`src/iigs_defines.svh`:
```
`ifndef IIGS_DEFINES_SVH
`define IIGS_DEFINES_SVH

// number of clk_sys cycles that make up one CPU bus cycle
// phase 0 commits writes and phase 2 latches read data
`define IIGS_BUS_PHASES 8

// banks 00 up to this value minus one hold fast RAM
// the external fast RAM sees bank bits 6 to 0 as its upper address
`define IIGS_FAST_BANKS 8'd20

// the two ROM banks at the top of the 24-bit address space
// bank FE reads the FE image and bank FF the system image
`define IIGS_ROM1_BANK 8'hFE
`define IIGS_ROM2_BANK 8'hFF

// data returned when nothing answers the access
// this mimics the bus holding its last high bit
`define IIGS_FLOAT_DATA 8'h80

`endif
```
`src/iigs_disk_pkg.sv`:
```
package iigs_disk_pkg;

  // the controller waits in idle until a command starts a host transfer
  typedef enum logic [1:0] {
    DISK_IDLE,
    DISK_READING,
    DISK_WRITING
  } disk_state_e;

  // command byte written to register 0 of the disk card
  typedef enum logic [7:0] {
    DCMD_NONE  = 8'd0,
    DCMD_READ  = 8'd1,
    DCMD_WRITE = 8'd2
  } disk_cmd_e;

endpackage

```
`src/hdd_slot.sv`:
```
`timescale 1ns/1ps

module hdd_slot
  import iigs_disk_pkg::*;
(
  input  logic        clk_sys,
  input  logic        rst_n,
  input  logic        sel,
  input  logic [3:0]  reg_addr,
  input  logic        cpu_we,
  input  logic        phase_strobe,
  input  logic [7:0]  cpu_wdata,
  output logic [7:0]  rdata,
  output logic [15:0] hdd_sector,
  output logic        hdd_read,
  output logic        hdd_write,
  input  logic        hdd_done,
  input  logic        hdd_mounted,
  input  logic        hdd_protect,
  input  logic [8:0]  hdd_ram_addr,
  input  logic [7:0]  hdd_ram_wdata,
  input  logic        hdd_ram_we,
  output logic [7:0]  hdd_ram_rdata
);

  localparam logic [3:0] ADDR_CMD    = 4'h0;
  localparam logic [3:0] ADDR_PTR    = 4'h1;
  localparam logic [3:0] ADDR_SEC_LO = 4'h2;
  localparam logic [3:0] ADDR_SEC_HI = 4'h3;
  localparam logic [3:0] ADDR_DATA   = 4'h8;

  disk_state_e state;
  disk_cmd_e   cmd;
  logic [8:0]  ptr;
  logic [7:0]  sector_buf [0:511];
  logic [7:0]  status;
  logic        wr_cmd;
  logic        data_wr;
  logic        data_rd;

  // cpu_we arrives already qualified by the phase strobe
  assign wr_cmd  = sel && cpu_we && (reg_addr == ADDR_CMD);
  assign data_wr = sel && cpu_we && (reg_addr == ADDR_DATA);
  // a read completes on the strobe edge that ends the bus cycle
  assign data_rd = sel && phase_strobe && !cpu_we && (reg_addr == ADDR_DATA);

  assign cmd    = disk_cmd_e'(cpu_wdata);
  assign status = {(state != DISK_IDLE), 5'b00000, hdd_protect, hdd_mounted};

  // commands are only taken in idle and a pending transfer drops them
  always_ff @(posedge clk_sys or negedge rst_n)
  begin
    if (!rst_n)
      state <= DISK_IDLE;
    else
    begin
      case (state)
        DISK_IDLE:
        begin
          if (wr_cmd && (cmd == DCMD_READ))
            state <= DISK_READING;
          else if (wr_cmd && (cmd == DCMD_WRITE) && !hdd_protect)
            state <= DISK_WRITING;
        end
        DISK_READING, DISK_WRITING:
        begin
          if (hdd_done)
            state <= DISK_IDLE;
        end
        default:
          state <= DISK_IDLE;
      endcase
    end
  end

  // the host watches these two levels to know which way to move data
  assign hdd_read  = (state == DISK_READING);
  assign hdd_write = (state == DISK_WRITING);

  // sector number and the buffer pointer seen through the data port
  always_ff @(posedge clk_sys or negedge rst_n)
  begin
    if (!rst_n)
    begin
      hdd_sector <= 16'h0000;
      ptr        <= 9'd0;
    end
    else
    begin
      if (sel && cpu_we && (reg_addr == ADDR_SEC_LO))
        hdd_sector[7:0] <= cpu_wdata;
      if (sel && cpu_we && (reg_addr == ADDR_SEC_HI))
        hdd_sector[15:8] <= cpu_wdata;
      // pointer wraps naturally at 512
      if (sel && cpu_we && (reg_addr == ADDR_PTR))
        ptr <= 9'd0;
      else if (data_wr || data_rd)
        ptr <= ptr + 9'd1;
    end
  end

  // the host fills the sector buffer during a read command
  // and the CPU fills it through the data port before a write
  always_ff @(posedge clk_sys)
  begin
    if (hdd_ram_we)
      sector_buf[hdd_ram_addr] <= hdd_ram_wdata;
    else if (data_wr)
      sector_buf[ptr] <= cpu_wdata;
    hdd_ram_rdata <= sector_buf[hdd_ram_addr];
  end

  // register reads answer one clock after the address
  always_ff @(posedge clk_sys)
  begin
    case (reg_addr)
      ADDR_CMD:    rdata <= status;
      ADDR_SEC_LO: rdata <= hdd_sector[7:0];
      ADDR_SEC_HI: rdata <= hdd_sector[15:8];
      ADDR_DATA:   rdata <= sector_buf[ptr];
      default:     rdata <= 8'h00;
    endcase
  end

  one_transfer_dir: assert property (@(posedge clk_sys) disable iff (!rst_n)
    !(hdd_read && hdd_write));

endmodule

```
`config.mk`:
```
export PLATFORM = sky130hd
export DESIGN_NAME = hdd_slot
export DESIGN_NICKNAME = d
export VERILOG_FILES = /design/src/iigs_defines.svh /design/src/iigs_disk_pkg.sv /design/src/hdd_slot.sv
export SDC_FILE = /design/constraint.sdc
export NUM_CORES = 2
export LEC_CHECK = 0
export BUFFER_PORTS_ARGS = -buffer_cell sky130_fd_sc_hd__buf_2
export CORE_MARGIN = 2
export CORE_UTILIZATION = 48
export CTS_CLUSTER_SIZE = 12
export DETAILED_ROUTE_END_ITERATION = 7
export PLACE_DENSITY = 0.63
export SYNTH_ARGS = -nofsm -noshare
export SYNTH_HDL_FRONTEND = slang
export SYNTH_SLANG_ARGS = --single-unit
```
`constraint.sdc`:
```
create_clock -name clk_sys -period 3.6 [get_ports clk_sys]
set_input_delay 0.36 -clock clk_sys [delete_from_list [all_inputs] [get_ports clk_sys]]
set_output_delay 0.36 -clock clk_sys [all_outputs]
set_load 0.05 [all_outputs]
```
==> out/results.ini <==
[status]
status=complete, but fails checks
violations=setup timing

[layout]
seq_area_um2=124000
drive_above_1_share_pct=45.0
nets=10700
multi_input_area_um2=65600
utilization_pct=57.1
fillCellCount=29100
layout_common_cells=4096 x edfxtp_1, 2349 x mux4_2, 1463 x buf_4, 557 x nor2_1, 445 x clkbuf_16
layout_commonest_cell=edfxtp_1
syn2layout_area_growth_pct=18.4
fin_cells=16400

[power]
leakage_nw=73.7
irDropWorstVdd_uv=450
power_density_nw_per_um2=606

[clock_network]
root_buffer=clkbuf_16
clkSinkCount=4139
cts_max_level=5
clock_latency_ns=1.06
cts_max_path_buffers=4
cts_tree=yes
clk_pin_slew_ns=0.06
numCtsBuffers=441

[floorplanning]
core_area_um2=400000
dieWidth_um=638
initial_utilization_pct=48.3
die_area_um2=407000
io_pins=72
row_count=232
die_h_um=638

[synth]
synth-seq-cells=4139
synth_area_um2=193000
avgSynthCellArea_um2=21.1
seq_area_frac_synth_pct=64.3
synth_cell_types=84
synth_nets=9191
netlist_instances=9149
async_flop_share_pct=0.652
ys_dominant_reg_cell=edfxtp_1
synth_edf_count=4096
synth_warnings=0

[routing]
viasPerCell=7.09
via_count=116000
drc=0
dr.pass1.iters=6
ant_nets=0
wire_per_inst_um=41.2
drt_iter0_drc=18300
routed_wl_um=674000

[placement]
place_inst=15500
post-place-ws_ns=-0.710
dp_hpwl_um=460000
gp_congestion=0.955
port_buffers=71

[worst_setup_path]
crit_arrival_ns=4.69
startpoint=ptr[0]
regToRegSetupSlack_ns=-0.14
cp-start-kind=flip-flop
cp.required_ns=4.55
worst_r2r_endpoint=rdata[5]
rr_worst_depth=11
endpoint_kind=flip-flop
path_class=reg -> reg
crit_path_end=rdata[5]
reg2reg_from=ptr[0]
cp_max_fo=10

[run]
maxCapViolCount=0

[global_route]
grt_pass1_vias=115000
overflow=0
grt_pass1_wl_um=930000
gr-usage-all-layers_pct=32.9
antenna_found_initial=49
grt_max_degree=157

[timing]
finalSetupViolCount=9
finClkSkew_ns=0.112
hold_violations=0
hold-worst-slack_ns=0.0830
rsz0062_at_grt=true
setup_slack_ns=-0.143
relSlewSlack_pct=13.9
worstMarginPinSlew_ns=1.28
fmax_mhz=267
maxSlewViolCount=0
fin_crit_ns=3.74
fin_crit_sh_pct=104

[worst_hold_path]
hold_path.class=in -> reg

worst max-delay path, cell delays in order (launching register included):
cell and delay (ns):
dfrtp_4 0.44, buf_12 0.17, buf_16 0.19, buf_6 0.18
buf_16 0.16, mux4_2 0.52, mux4_2 0.53, nor3b_1 0.19
a2111oi_4 0.62, buf_4 0.21, o311ai_1 0.11, a32o_1 0.27
routing by layer:
| metal | wire length (µm) | part of all wire [%] | track usage, % | up-vias |
|---|---|---|---|---|
| met1 | 241000 | 36 | 44.5 | 62200 |
| met2 | 308000 | 46 | 49.5 | 8748 |
| li1 | - | - | - | 43400 |
| met4 | 41500 | 6.2 | 17.6 | 20 |
| met5 | 135 | 0.020 | 0 | - |
| met3 | 83300 | 12 | 8.59 | 1538 |
synth_stat cells (56+ instances only):
cell type / instances / area [µm²]
mux2i_1: 333 / 3330
buf_2: 203 / 1020
edfxtp_1: 4096 / 123000
a22oi_1: 78 / 586
o22ai_1: 56 / 350
a21oi_1: 96 / 480
a221oi_1: 57 / 499
mux4_2: 2349 / 52900
buf_6: 70 / 788
buf_1: 61 / 229
nand3_1: 68 / 340
nor2_1: 567 / 2130
o221ai_1: 65 / 569
clkbuf_1: 385 / 1450
nand2_1: 168 / 631
flip-flops by register name (all words and copies together) (netlist names):
name and cells:
state 2, hdd_sector 16, ptr 9, hdd_ram_rdata 8, sector_buf 4096, rdata 8
what timing repair did:
action | 4_1_cts | 5_1_grt
resized for setup | 63 | 21
gates cloned | 9 | 1
endpoints found under the setup margin | 8 | 354
hold buffers | 22 | 0
buffers inserted | 29 | 13
pin swaps | 8 | 7
hold endpoints to repair | 64 | 0
stage by stage:
step	TNS [ns]	cell area, µm²	total power, mW
3_3_place_gp	-8.46	213000	92.9
3_5_place_dp	-8.04	213000	93.1
4_1_cts	-0.107	228000	138
5_1_grt	-0.389	228000	141
2_1_floorplan	0	193000	77.4
6_report	-0.346	228000	138
cell families (layout without fill, tap and decap cells):
group	after synthesis	after routing	synth area share (%)
xor+xnor	6	6	0.0272
other cells	0	44	0
mux	2727	2727	29.4
flops	4139	4139	64.3
simple gates	922	922	2.01
buf+inv	779	2677	2.07
fa+ha+maj	4	4	0.0259
compound gates	572	572	2.17
where the power goes:
group          internal (mW)  switching [mW]  leakage, nW
clock                   24.8            19.3         6.68
sequential              53.1           0.257         37.3
combinational           18.7            22.2         29.7
total                   96.6            41.8         73.7
area by class of cell:
cell class	count	area share [%]
clock buffers	565	5.10
flip-flops and latches	4139	54.3
well taps	5265	2.89
inverters	11	0.0290
multi-input cells	4231	28.7
repair buffers	1879	8.00
clock inverters	222	0.886
diodes	44	0.0482
worst min-delay path by stage:
stage	startpoint	slack (ns)	depth (start not counted)	endpoint
after floorplan	rst_n	0.06	0	hdd_sector[0]
after global placement	rst_n	0.46	1	hdd_sector[1]
after detailed placement	rst_n	0.47	1	hdd_sector[9]
after CTS	sel	0.03	6	ptr[4]
after global routing	sel	0.07	6	ptr[6]
final	sel	0.08	6	ptr[4]
(Power assumes the default switching activity.)
