**src/iigs_defines.svh**
```systemverilog
`ifndef IIGS_DEFINES_SVH
`define IIGS_DEFINES_SVH

// number of clk_sys cycles that make up one CPU bus cycle
// phase 0 commits writes and phase 2 latches read data
`define IIGS_BUS_PHASES 8

// banks 00 up to this value minus one hold fast RAM
// the external fast RAM sees bank bits 6 to 0 as its upper address
`define IIGS_FAST_BANKS 8'd20

// the two ROM banks at the top of the 24-bit address space
// bank FE reads the FE image and bank FF the system image
`define IIGS_ROM1_BANK 8'hFE
`define IIGS_ROM2_BANK 8'hFF

// data returned when nothing answers the access
// this mimics the bus holding its last high bit
`define IIGS_FLOAT_DATA 8'h80

`endif
```
**src/iigs_bus_pkg.sv**
```systemverilog
package iigs_bus_pkg;

  // target of the current CPU access, in order of decode priority
  // REG_DISK covers the slot-7 device registers at C0F0 to C0FF
  // REG_SLOT_ROM is served by the external ROM port, like ROM1 and ROM2
  // REG_NONE makes the read mux return the floating value
  typedef enum logic [2:0] {
    REG_DISK,
    REG_ROM1,
    REG_ROM2,
    REG_FAST,
    REG_SLOT_ROM,
    REG_SLOW,
    REG_NONE
  } mem_region_e;

  // image that the external ROM port reads from
  // the system image also carries the internal slot firmware
  // the slot-7 image is the disk card firmware at C700
  typedef enum logic [1:0] {
    ROM_SEL_FE,
    ROM_SEL_SYS,
    ROM_SEL_SLOT7
  } rom_sel_e;

endpackage

```
**src/bus_phase_ctrl.sv**
```systemverilog
`timescale 1ns/1ps
`include "iigs_defines.svh"

module bus_phase_ctrl
  import iigs_bus_pkg::*;
(
  input  logic        clk_sys,
  input  logic        rst_n,
  input  mem_region_e region,
  input  logic [7:0]  rom_rdata,
  input  logic [7:0]  fast_rdata,
  input  logic [7:0]  slow_rdata,
  input  logic [7:0]  disk_rdata,
  output logic        phase_strobe,
  output logic [7:0]  cpu_rdata
);

  localparam int PHASE_W = $clog2(`IIGS_BUS_PHASES);
  localparam logic [PHASE_W-1:0] PHASE_LAST  = PHASE_W'(`IIGS_BUS_PHASES - 1);
  localparam logic [PHASE_W-1:0] PHASE_LATCH = PHASE_W'(2);

  logic [PHASE_W-1:0] phase_cnt;
  logic [7:0]         rdata_mux;

  // free-running phase counter, one full turn per bus cycle
  always_ff @(posedge clk_sys or negedge rst_n)
  begin
    if (!rst_n)
      phase_cnt <= '0;
    else if (phase_cnt == PHASE_LAST)
      phase_cnt <= '0;
    else
      phase_cnt <= phase_cnt + 1'b1;
  end

  // write strobe, all targets commit on the edge that ends phase 0
  assign phase_strobe = (phase_cnt == '0);

  // all ROM flavours share the one external ROM port
  always_comb
  begin
    case (region)
      REG_DISK:     rdata_mux = disk_rdata;
      REG_ROM1:     rdata_mux = rom_rdata;
      REG_ROM2:     rdata_mux = rom_rdata;
      REG_SLOT_ROM: rdata_mux = rom_rdata;
      REG_FAST:     rdata_mux = fast_rdata;
      REG_SLOW:     rdata_mux = slow_rdata;
      default:      rdata_mux = `IIGS_FLOAT_DATA;
    endcase
  end

  // memories answer one clock after the address, so by phase 2 the
  // selected data is settled and can be held for the rest of the cycle
  always_ff @(posedge clk_sys or negedge rst_n)
  begin
    if (!rst_n)
      cpu_rdata <= 8'h00;
    else if (phase_cnt == PHASE_LATCH)
      cpu_rdata <= rdata_mux;
  end

  phase_in_range: assert property (@(posedge clk_sys) disable iff (!rst_n)
    phase_cnt <= PHASE_LAST);

endmodule

```
**config.mk**
```make
export PLATFORM = sky130hd
export DESIGN_NAME = bus_phase_ctrl
export DESIGN_NICKNAME = d
export VERILOG_FILES = /design/src/iigs_bus_pkg.sv /design/src/bus_phase_ctrl.sv
export VERILOG_INCLUDE_DIRS = /design/src
export SDC_FILE = /design/constraint.sdc
export NUM_CORES = 1
export LEC_CHECK = 0
export BUFFER_PORTS_ARGS = -buffer_cell sky130_fd_sc_hd__buf_4
export CORE_ASPECT_RATIO = 0.75
export CORE_MARGIN = 2
export CORE_UTILIZATION = 30
export DETAILED_ROUTE_END_ITERATION = 7
export PLACE_DENSITY_LB_ADDON = 0.05
export RECOVER_POWER = 50
export SETUP_SLACK_MARGIN = 0.5
export SYNTH_ARGS = -nofsm -noshare
export SYNTH_HDL_FRONTEND = slang
export SYNTH_SLANG_ARGS = --single-unit
```
**constraint.sdc**
```tcl
create_clock -name clk_sys -period 3.4 [get_ports clk_sys]
set_input_delay 0.34 -clock clk_sys [delete_from_list [all_inputs] [get_ports clk_sys]]
set_output_delay 0.34 -clock clk_sys [all_outputs]
set_load 0.05 [all_outputs]
```
==> impl_metrics.env <==
export IMPL_start_util_pct=32.1
export IMPL_fin_util_pct=46.0
export IMPL_ys_types=24
export IMPL_slew_violations=0
export IMPL_crit_path_end_kind="output pin"
export IMPL_ios=46
export IMPL_worst_path_max_delay_cell="dfrtp_1"
export IMPL_routedWlPerCell_um=15.6
export IMPL_timing_final_crit_share_pct=44.7
export IMPL_ant_nets=0
export IMPL_multi_input_area_sq_um=503
export IMPL_setup_viol=0
export IMPL_critical_path_peak_fanout=3
export IMPL_hp_class="input pin to flip-flop"
export IMPL_cts_buffers=3
export IMPL_arrival_ns=1.18
export IMPL_worstSkewPairLatency_ns=0.24
export IMPL_tightest_slew_ns=0.614
export IMPL_finalCriticalPeriod_ns=1.52
export IMPL_crit_chain="inv_1, ha_1, nor2b_1, buf_4"
export IMPL_worstRegToRegCells=5
export IMPL_core_region_area_sq_um=2640
export IMPL_status="finished, final reports clean"
export IMPL_critical_path_top_delay_family="flip-flops"
export IMPL_power_share_clock_pct=38.1
export IMPL_cts_htree_levels=1
export IMPL_crit_required_ns=3.06
export IMPL_drtIter0Drc=48
export IMPL_p_sw_share_pct=26.6
export IMPL_crit_type="flip-flop to output pin"
export IMPL_grt_setup_unrepaired="no"
export IMPL_timing_critical_path_to="phase_strobe"
export IMPL_num_vias=837
export IMPL_clock_sinks=11
export IMPL_die_area_sq_um=3270
export IMPL_synthToLayoutAreaGrowth_pct=43.4
export IMPL_final_hold_violation_count=0
export IMPL_final_nets=168
export IMPL_comb_power_share_pct=23.5
export IMPL_dp_hpwl_um=1860
export IMPL_syn_area_sq_um=848
export IMPL_fillers=286
export IMPL_r2r_start="phase_cnt[0]"
export IMPL_antenna_cells=0
export IMPL_max_stage_delay_ns=0.39
export IMPL_path_buf_inv=2
export IMPL_internal_power_uw=256
export IMPL_grt_overflow=0
export IMPL_ctsHoldBuffers=1
export IMPL_clock_skew_ns=0.00108
export IMPL_cts_setup_buffers=0
export IMPL_relSlewSlack_pct=59.0
export IMPL_rows=16
export IMPL_fp_dieW_um=65.4
export IMPL_wirelength_um=2530
export IMPL_fin_setup_tns_ns=0
export IMPL_synth_net_count=124
export IMPL_max_cap_viol_count=0
export IMPL_clockBufferDepth=2
export IMPL_regToRegSetupSlack_ns=1.95
export IMPL_startpoint="phase_cnt[0]"
export IMPL_post_route_cells_drive_above_1_share_pct=42.1
export IMPL_grt_usage_pct=16.7
export IMPL_seqPwrFrac_pct=38.4
export IMPL_grt_pass1_vias=859
export IMPL_ys_seq_area_share_pct=32.4
export IMPL_dpl_worst_slack_ns=1.95
export IMPL_startpoint_type="flip-flop"
export IMPL_antenna_found_initial=0
export IMPL_drc_errors=0
export IMPL_first_pass_iters=4
export IMPL_p_sw_uw=92.6
export IMPL_fmax_mhz=658
export IMPL_power_density_nw_per_um2=287
export IMPL_grt_pass1_wl_um=4080
export IMPL_synth_seq_cells=11
export IMPL_syn_avg_cell_area_sq_um=10.2
export IMPL_cts_root_buf="clkbuf_8"
export IMPL_clk_pin_slew_worst_paths_ns=0.05
export IMPL_hold_worst_slack_ns=0.401
export IMPL_cts_repair_resized=0
export IMPL_viasPerCell=5.17
export IMPL_seqCellArea_sq_um=275
export IMPL_place_area_sq_um=1170
export IMPL_fin_ws_ns=1.88
export IMPL_syn_inst=83
export IMPL_cp_num_cells=4
export IMPL_p_leak_nw=0.522
export IMPL_reg2reg_to="cpu_rdata[4]"
export IMPL_die_y_um=50.1
export IMPL_place_congestion=0.757
export IMPL_portBuffers=45
export IMPL_grt_max_degree=22
export IMPL_cts_tree="built"
export IMPL_ir_drop_uv=201
export IMPL_stdcell_area_sq_um=1220
export IMPL_synth_warnings=0
[power groups by stage]
stage	logic, mW	clock network [mW]	registers [mW]
floorplan	0.0375	0	0.142
CTS	0.0851	0.136	0.134
global route	0.0894	0.145	0.134
detailed placement	0.0840	0	0.136
global placement	0.0825	0	0.136
finish	0.0820	0.133	0.134
[cell usage after synthesis]
library cell / number / area, sq um
and2b_2: 1 / 8.76
nor4b_2: 3 / 45.0
a31oi_1: 8 / 50.1
nor2b_1: 2 / 12.5
o211ai_1: 8 / 60.1
clkbuf_4: 1 / 7.51
inv_1: 2 / 7.51
a32oi_1: 14 / 123
ha_1: 4 / 50.1
buf_6: 2 / 22.5
buf_8: 1 / 15.0
nand2b_1: 1 / 6.26
buf_2: 2 / 10.0
and3_1: 1 / 6.26
a211oi_1: 1 / 7.51
xor2_2: 1 / 16.3
buf_4: 1 / 7.51
o21ai_4: 1 / 16.3
a21o_1: 1 / 7.51
dfrtp_1: 11 / 275
nor2b_2: 1 / 8.76
nor2_1: 2 / 7.51
nand2_1: 9 / 33.8
nor4b_1: 5 / 43.8
[cell type report]
class	count	area share (%)
flip-flops and latches	11	22.6
well taps	36	3.70
clock buffers	4	3.70
repair buffers	46	28.0
inverters	2	0.617
multi-input cells	63	41.4
[worst reg2reg max path, cell delays in order (launching register included)]
cell     delay, ns
dfrtp_1       0.39
inv_1         0.09
ha_1          0.16
nor2b_1       0.26
nand2_1       0.24
a32oi_1       0.22
[flip-flops by register name, summed over array words and instances (netlist names)]
name and flops:
cpu_rdata 8, phase_cnt 3
[metrics by stage]
stage / power (mW) / std cells
floorplan: 0.179 / 83
global placement: 0.218 / 157
detailed placement: 0.220 / 157
CTS: 0.355 / 162
global route: 0.368 / 162
finish: 0.348 / 162
[cell usage in the layout, fill, tap and decap left out, drive strengths merged]
master	Yosys	layout
and2b	1	1
a32oi	14	14
a31oi	8	8
nand2b	1	1
and3	1	1
a211oi	1	1
o211ai	8	8
nand2	9	9
a21o	1	1
ha	4	4
o21ai	1	1
buf	6	43
clkbuf	1	6
xor2	1	1
nor2	2	2
dfrtp	11	11
nor2b	3	3
nor4b	8	8
dlygate4sd3	0	1
inv	2	2
[logic make-up (layout without fill, tap and decap cells)]
family | after synthesis | after routing | synth area share [%]
compound gates | 33 | 33 | 31.1
buf+inv | 9 | 52 | 8.26
flops | 11 | 11 | 32.4
fa+ha+maj | 4 | 4 | 5.90
xor+xnor | 1 | 1 | 1.92
simple gates | 25 | 25 | 20.4
[how the worst min path moves through the flow]
stage / start / cells after the start / end
2_1_floorplan: rst_n / 0 / cpu_rdata[0]
6_report: rom_rdata[7] / 3 / cpu_rdata[7]
4_1_cts: rom_rdata[7] / 3 / cpu_rdata[7]
5_1_grt: rom_rdata[7] / 3 / cpu_rdata[7]
3_3_place_gp: rst_n / 1 / cpu_rdata[5]
3_5_place_dp: rst_n / 1 / cpu_rdata[5]
[metal layers]
metal	wire length [um]	GRT usage [%]
met1	1150	22.1
met2	1160	26.4
met3	220	6.62
met4	0	2.08
met5	0	0
Note: power is estimated with default switching activity, not from simulation.
