[config.mk]
export PLATFORM = sky130hd
export DESIGN_NAME = mem_map_decode
export DESIGN_NICKNAME = d
export VERILOG_FILES = /design/src/iigs_bus_pkg.sv /design/src/mem_map_decode.sv
export VERILOG_INCLUDE_DIRS = /design/src
export SDC_FILE = /design/constraint.sdc
export NUM_CORES = 1
export LEC_CHECK = 0
export BUFFER_PORTS_ARGS = -buffer_cell sky130_fd_sc_hd__buf_4
export CAP_MARGIN = 15
export CORE_AREA = 2 2 39 41
export DETAILED_ROUTE_END_ITERATION = 10
export DIE_AREA = 0 0 41 43
export PLACE_DENSITY = 0.95
export RECOVER_POWER = 25
export SYNTH_ARGS = -nofsm -noshare
export SYNTH_HDL_FRONTEND = slang
export SYNTH_SLANG_ARGS = --single-unit
[constraint.sdc]
create_clock -name vclk -period 3.04
set_input_delay 0.304 -clock vclk [all_inputs]
set_output_delay 0.304 -clock vclk [all_outputs]
set_load 0.01 [all_outputs]
[src/iigs_defines.svh]
`ifndef IIGS_DEFINES_SVH
`define IIGS_DEFINES_SVH

// number of clk_sys cycles that make up one CPU bus cycle
// phase 0 commits writes and phase 2 latches read data
`define IIGS_BUS_PHASES 8

// banks 00 up to this value minus one hold fast RAM
// the external fast RAM sees bank bits 6 to 0 as its upper address
`define IIGS_FAST_BANKS 8'd20

// the two ROM banks at the top of the 24-bit address space
// bank FE reads the FE image and bank FF the system image
`define IIGS_ROM1_BANK 8'hFE
`define IIGS_ROM2_BANK 8'hFF

// data returned when nothing answers the access
// this mimics the bus holding its last high bit
`define IIGS_FLOAT_DATA 8'h80

`endif
[src/iigs_bus_pkg.sv]
package iigs_bus_pkg;

  // target of the current CPU access, in order of decode priority
  // REG_DISK covers the slot-7 device registers at C0F0 to C0FF
  // REG_SLOT_ROM is served by the external ROM port, like ROM1 and ROM2
  // REG_NONE makes the read mux return the floating value
  typedef enum logic [2:0] {
    REG_DISK,
    REG_ROM1,
    REG_ROM2,
    REG_FAST,
    REG_SLOT_ROM,
    REG_SLOW,
    REG_NONE
  } mem_region_e;

  // image that the external ROM port reads from
  // the system image also carries the internal slot firmware
  // the slot-7 image is the disk card firmware at C700
  typedef enum logic [1:0] {
    ROM_SEL_FE,
    ROM_SEL_SYS,
    ROM_SEL_SLOT7
  } rom_sel_e;

endpackage

[src/mem_map_decode.sv]
`timescale 1ns/1ps
`include "iigs_defines.svh"

module mem_map_decode
  import iigs_bus_pkg::*;
(
  input  logic [7:0]  bank,
  input  logic [15:0] addr,
  input  logic        io_space,
  input  logic [7:0]  shadow,
  input  logic [7:0]  sltromsel,
  input  logic        rdrom,
  input  logic        lc_we,
  input  logic        cxrom,
  output mem_region_e region,
  output rom_sel_e    rom_sel,
  output logic        disk_sel,
  output logic        fast_sel,
  output logic        slow_sel
);

  logic io_bank;
  logic lo_bank;
  logic aux_ok;
  logic rom1_hit;
  logic rom2_hit;
  logic lc_wthru;
  logic slot_sys_hit;
  logic slot7_hit;
  logic io_shadow_hit;
  logic txt_hit;
  logic alt_hit;
  logic hgr1_hit;
  logic hgr2_hit;

  // banks where the I/O page and the slot space are visible
  assign io_bank = bank inside {8'h00, 8'h01, 8'hE0, 8'hE1};
  assign lo_bank = bank inside {8'h00, 8'h01};

  // in bank 01 the page shadows also need the aux shadow bit 4 clear
  assign aux_ok = (bank != 8'h01) || !shadow[4];

  // slot-7 device registers, only when slot 7 is switched to the card
  assign disk_sel = io_bank && (addr[15:4] == 12'hC0F) && sltromsel[7];

  assign rom1_hit = (bank == `IIGS_ROM1_BANK);
  assign rom2_hit = (bank == `IIGS_ROM2_BANK) ||
                    ((bank == 8'h00) && (addr >= 16'hC000) && rdrom);

  // language card write-through, ROM answers reads but RAM takes writes
  assign lc_wthru = (bank == 8'h00) && (addr[15:12] == 4'hD) && lc_we;

  // fast RAM select also drives the write path, so it stays true
  // under write-through even though ROM2 wins the read decode
  assign fast_sel = (bank < `IIGS_FAST_BANKS) && !io_space &&
                    (!rom2_hit || lc_wthru) && !disk_sel;

  // internal firmware for any slot whose sltromsel bit is clear
  assign slot_sys_hit = io_bank && (addr >= 16'hC100) && (addr <= 16'hC7FF) &&
                        !sltromsel[addr[10:8]];
  assign slot7_hit = io_bank && (addr[15:8] == 8'hC7) && sltromsel[7] && !cxrom;

  // shadow rules, each one maps a bank 00/01 area onto slow RAM
  assign io_shadow_hit = lo_bank && shadow[6] && (addr >= 16'hC000);
  // text page at 0400 to 07FF
  assign txt_hit = lo_bank && aux_ok && !shadow[0] && (addr[15:10] == 6'b000001);
  // text page 2 at 0800 to 0BFF
  assign alt_hit = lo_bank && aux_ok && !shadow[5] && (addr[15:10] == 6'b000010);
  // hires page 1, super hires bit 3 ignores the aux condition
  assign hgr1_hit = lo_bank && ((aux_ok && !shadow[1]) || !shadow[3]) &&
                    (addr[15:13] == 3'b001);
  // hires page 2, same pairing with bit 3
  assign hgr2_hit = lo_bank && ((aux_ok && !shadow[2]) || !shadow[3]) &&
                    (addr[15:13] == 3'b010);

  // E0/E1 always reach slow RAM, shadowed writes land there as well
  assign slow_sel = !disk_sel &&
                    ((bank == 8'hE0) || (bank == 8'hE1) ||
                     (!io_space && (io_shadow_hit || txt_hit || alt_hit ||
                                    hgr1_hit || hgr2_hit)));

  // read decode in strict priority, exactly one region comes out
  always_comb
  begin
    region  = REG_NONE;
    rom_sel = ROM_SEL_SYS;
    if (disk_sel)
      region = REG_DISK;
    else if (rom1_hit)
    begin
      region  = REG_ROM1;
      rom_sel = ROM_SEL_FE;
    end
    else if (rom2_hit)
      region = REG_ROM2;
    else if (fast_sel)
      region = REG_FAST;
    else if (slot_sys_hit)
      region = REG_SLOT_ROM;
    else if (slot7_hit)
    begin
      region  = REG_SLOT_ROM;
      rom_sel = ROM_SEL_SLOT7;
    end
    else if (slow_sel)
      region = REG_SLOW;
  end

  disk_owns_region: assert final (!disk_sel || (region == REG_DISK));

endmodule

==> results.toml, run 1 <==
[die]
coreArea_um2 = 1380
die_w_um = 41
rows = 14
initial_utilization_pct = 36.5
ioPinCount = 52
die-area_um2 = 1760
die_y_um = 43

[place]
dp_hpwl_mm = 1.38
portBuffers = 51
gp_congestion = 0.750
place_area_um2 = 892

[sta]
hold_viol_final = 0
rsz0062_at_grt = "false"
period_minus_slack_ns = 2.46
worst_pin_slew_ns = 0.566
max_freq_mhz = 407
fin_setup_tns_ns = 0
drv_slew = 0
slew_headroom_pct = 62.0
fin_crit_sh_pct = 80.8
finalSetupViolCount = 0

[finish]
drive_gt1_share_pct = 50.4
layout_common_cells = "buf_4 (51), nor3_1 (8), nor3b_1 (5)"
antenna_cells = 0
seq_cell_count = 0
mostFrequentLayoutCell = "buf_4"
fin_nets = 161
nClkBuffers = 0
design_area_um2 = 892
ff_latch_area_um2 = 0
syn2layout_area_growth_pct = 76.5

[worst_setup_path]
startpoint_type = "primary input"
max_stage_delay_ns = 0.59
path_buf_inv = 2
cp-end-kind = "primary output"
cp.required_ns = 2.74
crit_type = "primary input to primary output"
cpLargestDelayFamily = "simple AND/OR/NAND/NOR gates"
path_common_cell = "buf_4"
cp_max_fo = 6
crit_chain = "buf_4, or4_4, a2111oi_4, and2_0, nor2_1, a221o_1, buf_4"
cpMaxStageDelayCell = "or4_4"
cp_num_cells = 7
cp.arrival_ns = 2.15

[route]
drt-initial-drc-count = 4
drt-total-wl_mm = 1.54
routedWlPerCell_um = 11.8
drc_errors = 0
vias = 738
ant_nets = 0
dr.pass1.iters = 3
viasPerCell = 5.63

[clocking]
postCtsHoldBufs = 0
postCtsSetupBuffers = 0
cts_resized = 0

[logic_synthesis]
yosys_warnings = 0
synth_cell_type_count = 37
ys_top_cells_by_area = "a2111oi_4 (11%), mux4_2 (8.9%), nor3_1 (7.9%)"
synthCells = 67
synthDominantCellAreaShare_pct = 10.9
netlist_area_um2 = 505
synth.avg_cell_area_um2 = 7.54
seq_area_frac_synth_pct = 0
synth_top_cell_by_area = "a2111oi_4"
syn_nets = 111

[min_path]
hold_class = "primary input to primary output"
hold_path_depth = 5
hold_end = "rom_sel[1]"
hold_start = "cxrom"

[grt]
overflow = 0
grt_pass1_wl_mm = 2.56
antenna_found_initial = 0
grt_max_degree = 8
grtUsageTotal_pct = 19.1
grt_pass1_vias = 695

[status]
status = "completed"

[flow_run]
cap_violations = 0

[power]
ir_drop_mv = 0.0619
p_leak_nw = 0.372
p_per_area_nw_per_um2 = 93.1
p_total_w = 0.0000830
synth_stat cells, drive strengths merged (2+ instances only):
cell type	number
a2111oi	3
a211o	2
a21oi	4
buf	2
inv	2
mux4	2
nand2	4
nand3	3
nand4	3
nor2	3
nor3	8
nor3b	5
o211ai	2
o21ai	4
or4	2
area by class of cell:
type / instances / area [um^2]
tap: 16 / 20.0
fill: 117 / 492
timing repair buffer: 51 / 383
multi-input combinational: 62 / 482
inverter: 2 / 7.51
through the flow:
stage	cells	setup slack, ns	util [%]	hold WS, ns
3_5_place_dp	131	0.658	64.5	0.996
4_1_cts	131	0.648	64.5	0.999
3_3_place_gp	131	0.661	64.5	0.991
2_1_floorplan	67	0.943	-	0.776
6_report	131	0.584	64.5	0.995
5_1_grt	131	0.509	64.5	1.01
layer usage:
layer	vias up	routed length, um	track usage (%)
met5	-	0	0
met4	0	0	0
met3	0	95	0.524
met2	30	854	37.8
met1	335	593	21.8
li1	373	-	-
report_power, final:
part	internal, W	switching [W]	total (W)
Combinational	0.0000525	0.0000305	0.0000830
Sequential	0	0	0
Clock	0	0	0
Total	0.0000525	0.0000305	0.0000830
kinds of logic after synthesis:
family | synth area share (%)
simple gates | 42.3
compound gates | 40.3
xor+xnor | 1.73
mux | 10.9
buf+inv | 4.70
tightest hold or removal path: stages:
cell and delay (ns):
buf_4 0.07, nor3b_1 0.05, nand2_1 0.09, nor2_1 0.04, buf_4 0.13
how the worst max path moves through the flow:
stage,startpoint,end
final,bank[1],region[0]
after global routing,bank[1],region[0]
after CTS,bank[1],region[0]
after detailed placement,bank[1],region[0]
after global placement,bank[1],region[0]
after floorplan,bank[1],region[0]
(Power assumes the default switching activity.)
==> inputs of run 2 (changes only) <==
--- a/config.mk
+++ b/config.mk
@@ -8,10 +8,10 @@
 export LEC_CHECK = 0
 export BUFFER_PORTS_ARGS = -buffer_cell sky130_fd_sc_hd__buf_4
 export CAP_MARGIN = 15
-export CORE_AREA = 2 2 39 41
+export CORE_AREA = 2 2 40 42
 export DETAILED_ROUTE_END_ITERATION = 10
-export DIE_AREA = 0 0 41 43
-export PLACE_DENSITY = 0.95
+export DIE_AREA = 0 0 42 44
+export PLACE_DENSITY = 0.92
 export RECOVER_POWER = 25
 export SYNTH_ARGS = -nofsm -noshare
 export SYNTH_HDL_FRONTEND = slang
==> constraint.sdc (replaced) <==
create_clock -name vclk -period 2.4
set_input_delay 0.24 -clock vclk [all_inputs]
set_output_delay 0.24 -clock vclk [all_outputs]
set_load 0.01 [all_outputs]
==> results.toml, run 2 (same netlist as run 1, synthesis figures left out) <==
[status]
status = "completed"

[min_path]
hold_path_depth = 5
hold_class = "primary input to primary output"
hold_start = "cxrom"
hold_end = "rom_sel[1]"

[worst_setup_path]
cp.required_ns = 2.16
crit_type = "primary input to primary output"
startpoint_type = "primary input"
cp_max_fo = 6
cp-end-kind = "primary output"
cp.arrival_ns = 2.08

[sta]
worst_pin_slew_ns = 0.550
hold_viol_final = 0
fin_crit_sh_pct = 96.6
period_minus_slack_ns = 2.32
timing.final.ws_setup_ns = 0.0807
fin_setup_tns_ns = 0
slew_headroom_pct = 63.1
rsz0062_at_grt = "false"
finalSetupViolCount = 0
max_freq_mhz = 431
holdWs_ns = 0.874
drv_slew = 0

[grt]
antenna_found_initial = 0
grt_use_met2_pct = 43.1
grt_pass1_wl_mm = 2.86
use_met3_pct = 0.417
grt_max_degree = 8
use_met1_pct = 18.1
grt_pass1_vias = 770
top_usage_layer = "met2"
overflow = 0
grtUsageTotal_pct = 18.8

[route]
routedWlPerCell_um = 13.3
drt-total-wl_mm = 1.76
viasPerCell = 5.86
drt-initial-drc-count = 18
ant_nets = 0
dr.pass1.iters = 4
drc_errors = 0
vias = 774

[power]
pwr-share-clk_pct = 0
p_total_w = 0.000109
p_leak_nw = 0.378
power.share.switching_pct = 38.0
seqPwrFrac_pct = 0
pwr-share-comb_pct = 100.0
internal_power_w = 0.0000675
ir_drop_mv = 0.0960
power.switching_w = 0.0000413
p_per_area_nw_per_um2 = 119

[finish]
syn2layout_area_growth_pct = 80.2
drive_gt1_share_pct = 52.6
mostFrequentLayoutCell = "buf_4"
fin_nets = 162
nClkBuffers = 0
antenna_cells = 0
multi_input_area_um2 = 493
design_area_um2 = 911
seq_cell_count = 0
ff_latch_area_um2 = 0
nFillCells = 113
layout_common_cells = "buf_4 (52), nor3_1 (7), nor3b_1 (5)"

[die]
initial_utilization_pct = 35.6
die_w_um = 42
rows = 14
ioPinCount = 52
coreArea_um2 = 1420
die_y_um = 44
die-area_um2 = 1850

[clocking]
postCtsHoldBufs = 0

[place]
dp_hpwl_mm = 1.53
place_area_um2 = 900
dp_slack_ns = 0.0850
gp_congestion = 0.790
portBuffers = 51

[flow_run]
cap_violations = 0
run 2: per-layer routing:
| layer | part of all wire, % | vias up | wire length (um) |
|---|---|---|---|
| li1 | - | 374 | - |
| met1 | 37 | 361 | 649 |
| met2 | 57 | 39 | 1000 |
| met3 | 5.8 | 0 | 101 |
| met4 | 0 | 0 | 0 |
| met5 | 0 | - | 0 |
run 2: worst max path at each step:
stage	to	slack [ns]	startpoint
floorplan	region[0]	0.43	bank[1]
global placement	region[0]	0.16	bank[1]
CTS	region[0]	0.09	bank[1]
detailed placement	region[0]	0.08	bank[1]
global route	region[0]	0.01	bank[1]
finish	region[0]	0.08	bank[1]
run 2: area by class of cell:
type	instances	share of cell area [%]
inverter	2	0.824
timing repair buffer	52	42.9
tap	16	2.20
multi-input combinational	62	54.1
run 2: power groups by stage:
stage / clock, W / sequential, W / combinational, W
final: 0 / 0 / 0.000109
after global routing: 0 / 0 / 0.000117
after detailed placement: 0 / 0 / 0.000108
after floorplan: 0 / 0 / 0.0000387
after global placement: 0 / 0 / 0.000104
after CTS: 0 / 0 / 0.000108
run 2: worst max-delay path, cell delays in order:
cell       delay, ns
buf_4           0.12
or4_4           0.59
a2111oi_4       0.27
and2_1          0.31
nor2_1          0.08
a221o_1         0.33
buf_4           0.15
run 2: repair_timing:
| action | in CTS | in global routing |
|---|---|---|
| buffers inserted | 0 | 0 |
| setup endpoints to repair | 0 | 1 |
| gates resized for setup | 0 | 2 |
run 2: stage by stage:
step / utilization (%) / instances
3_5_place_dp: 63.4 / 132
5_1_grt: 64.2 / 132
2_1_floorplan: - / 67
3_3_place_gp: 63.4 / 132
6_report: 64.2 / 132
4_1_cts: 63.4 / 132
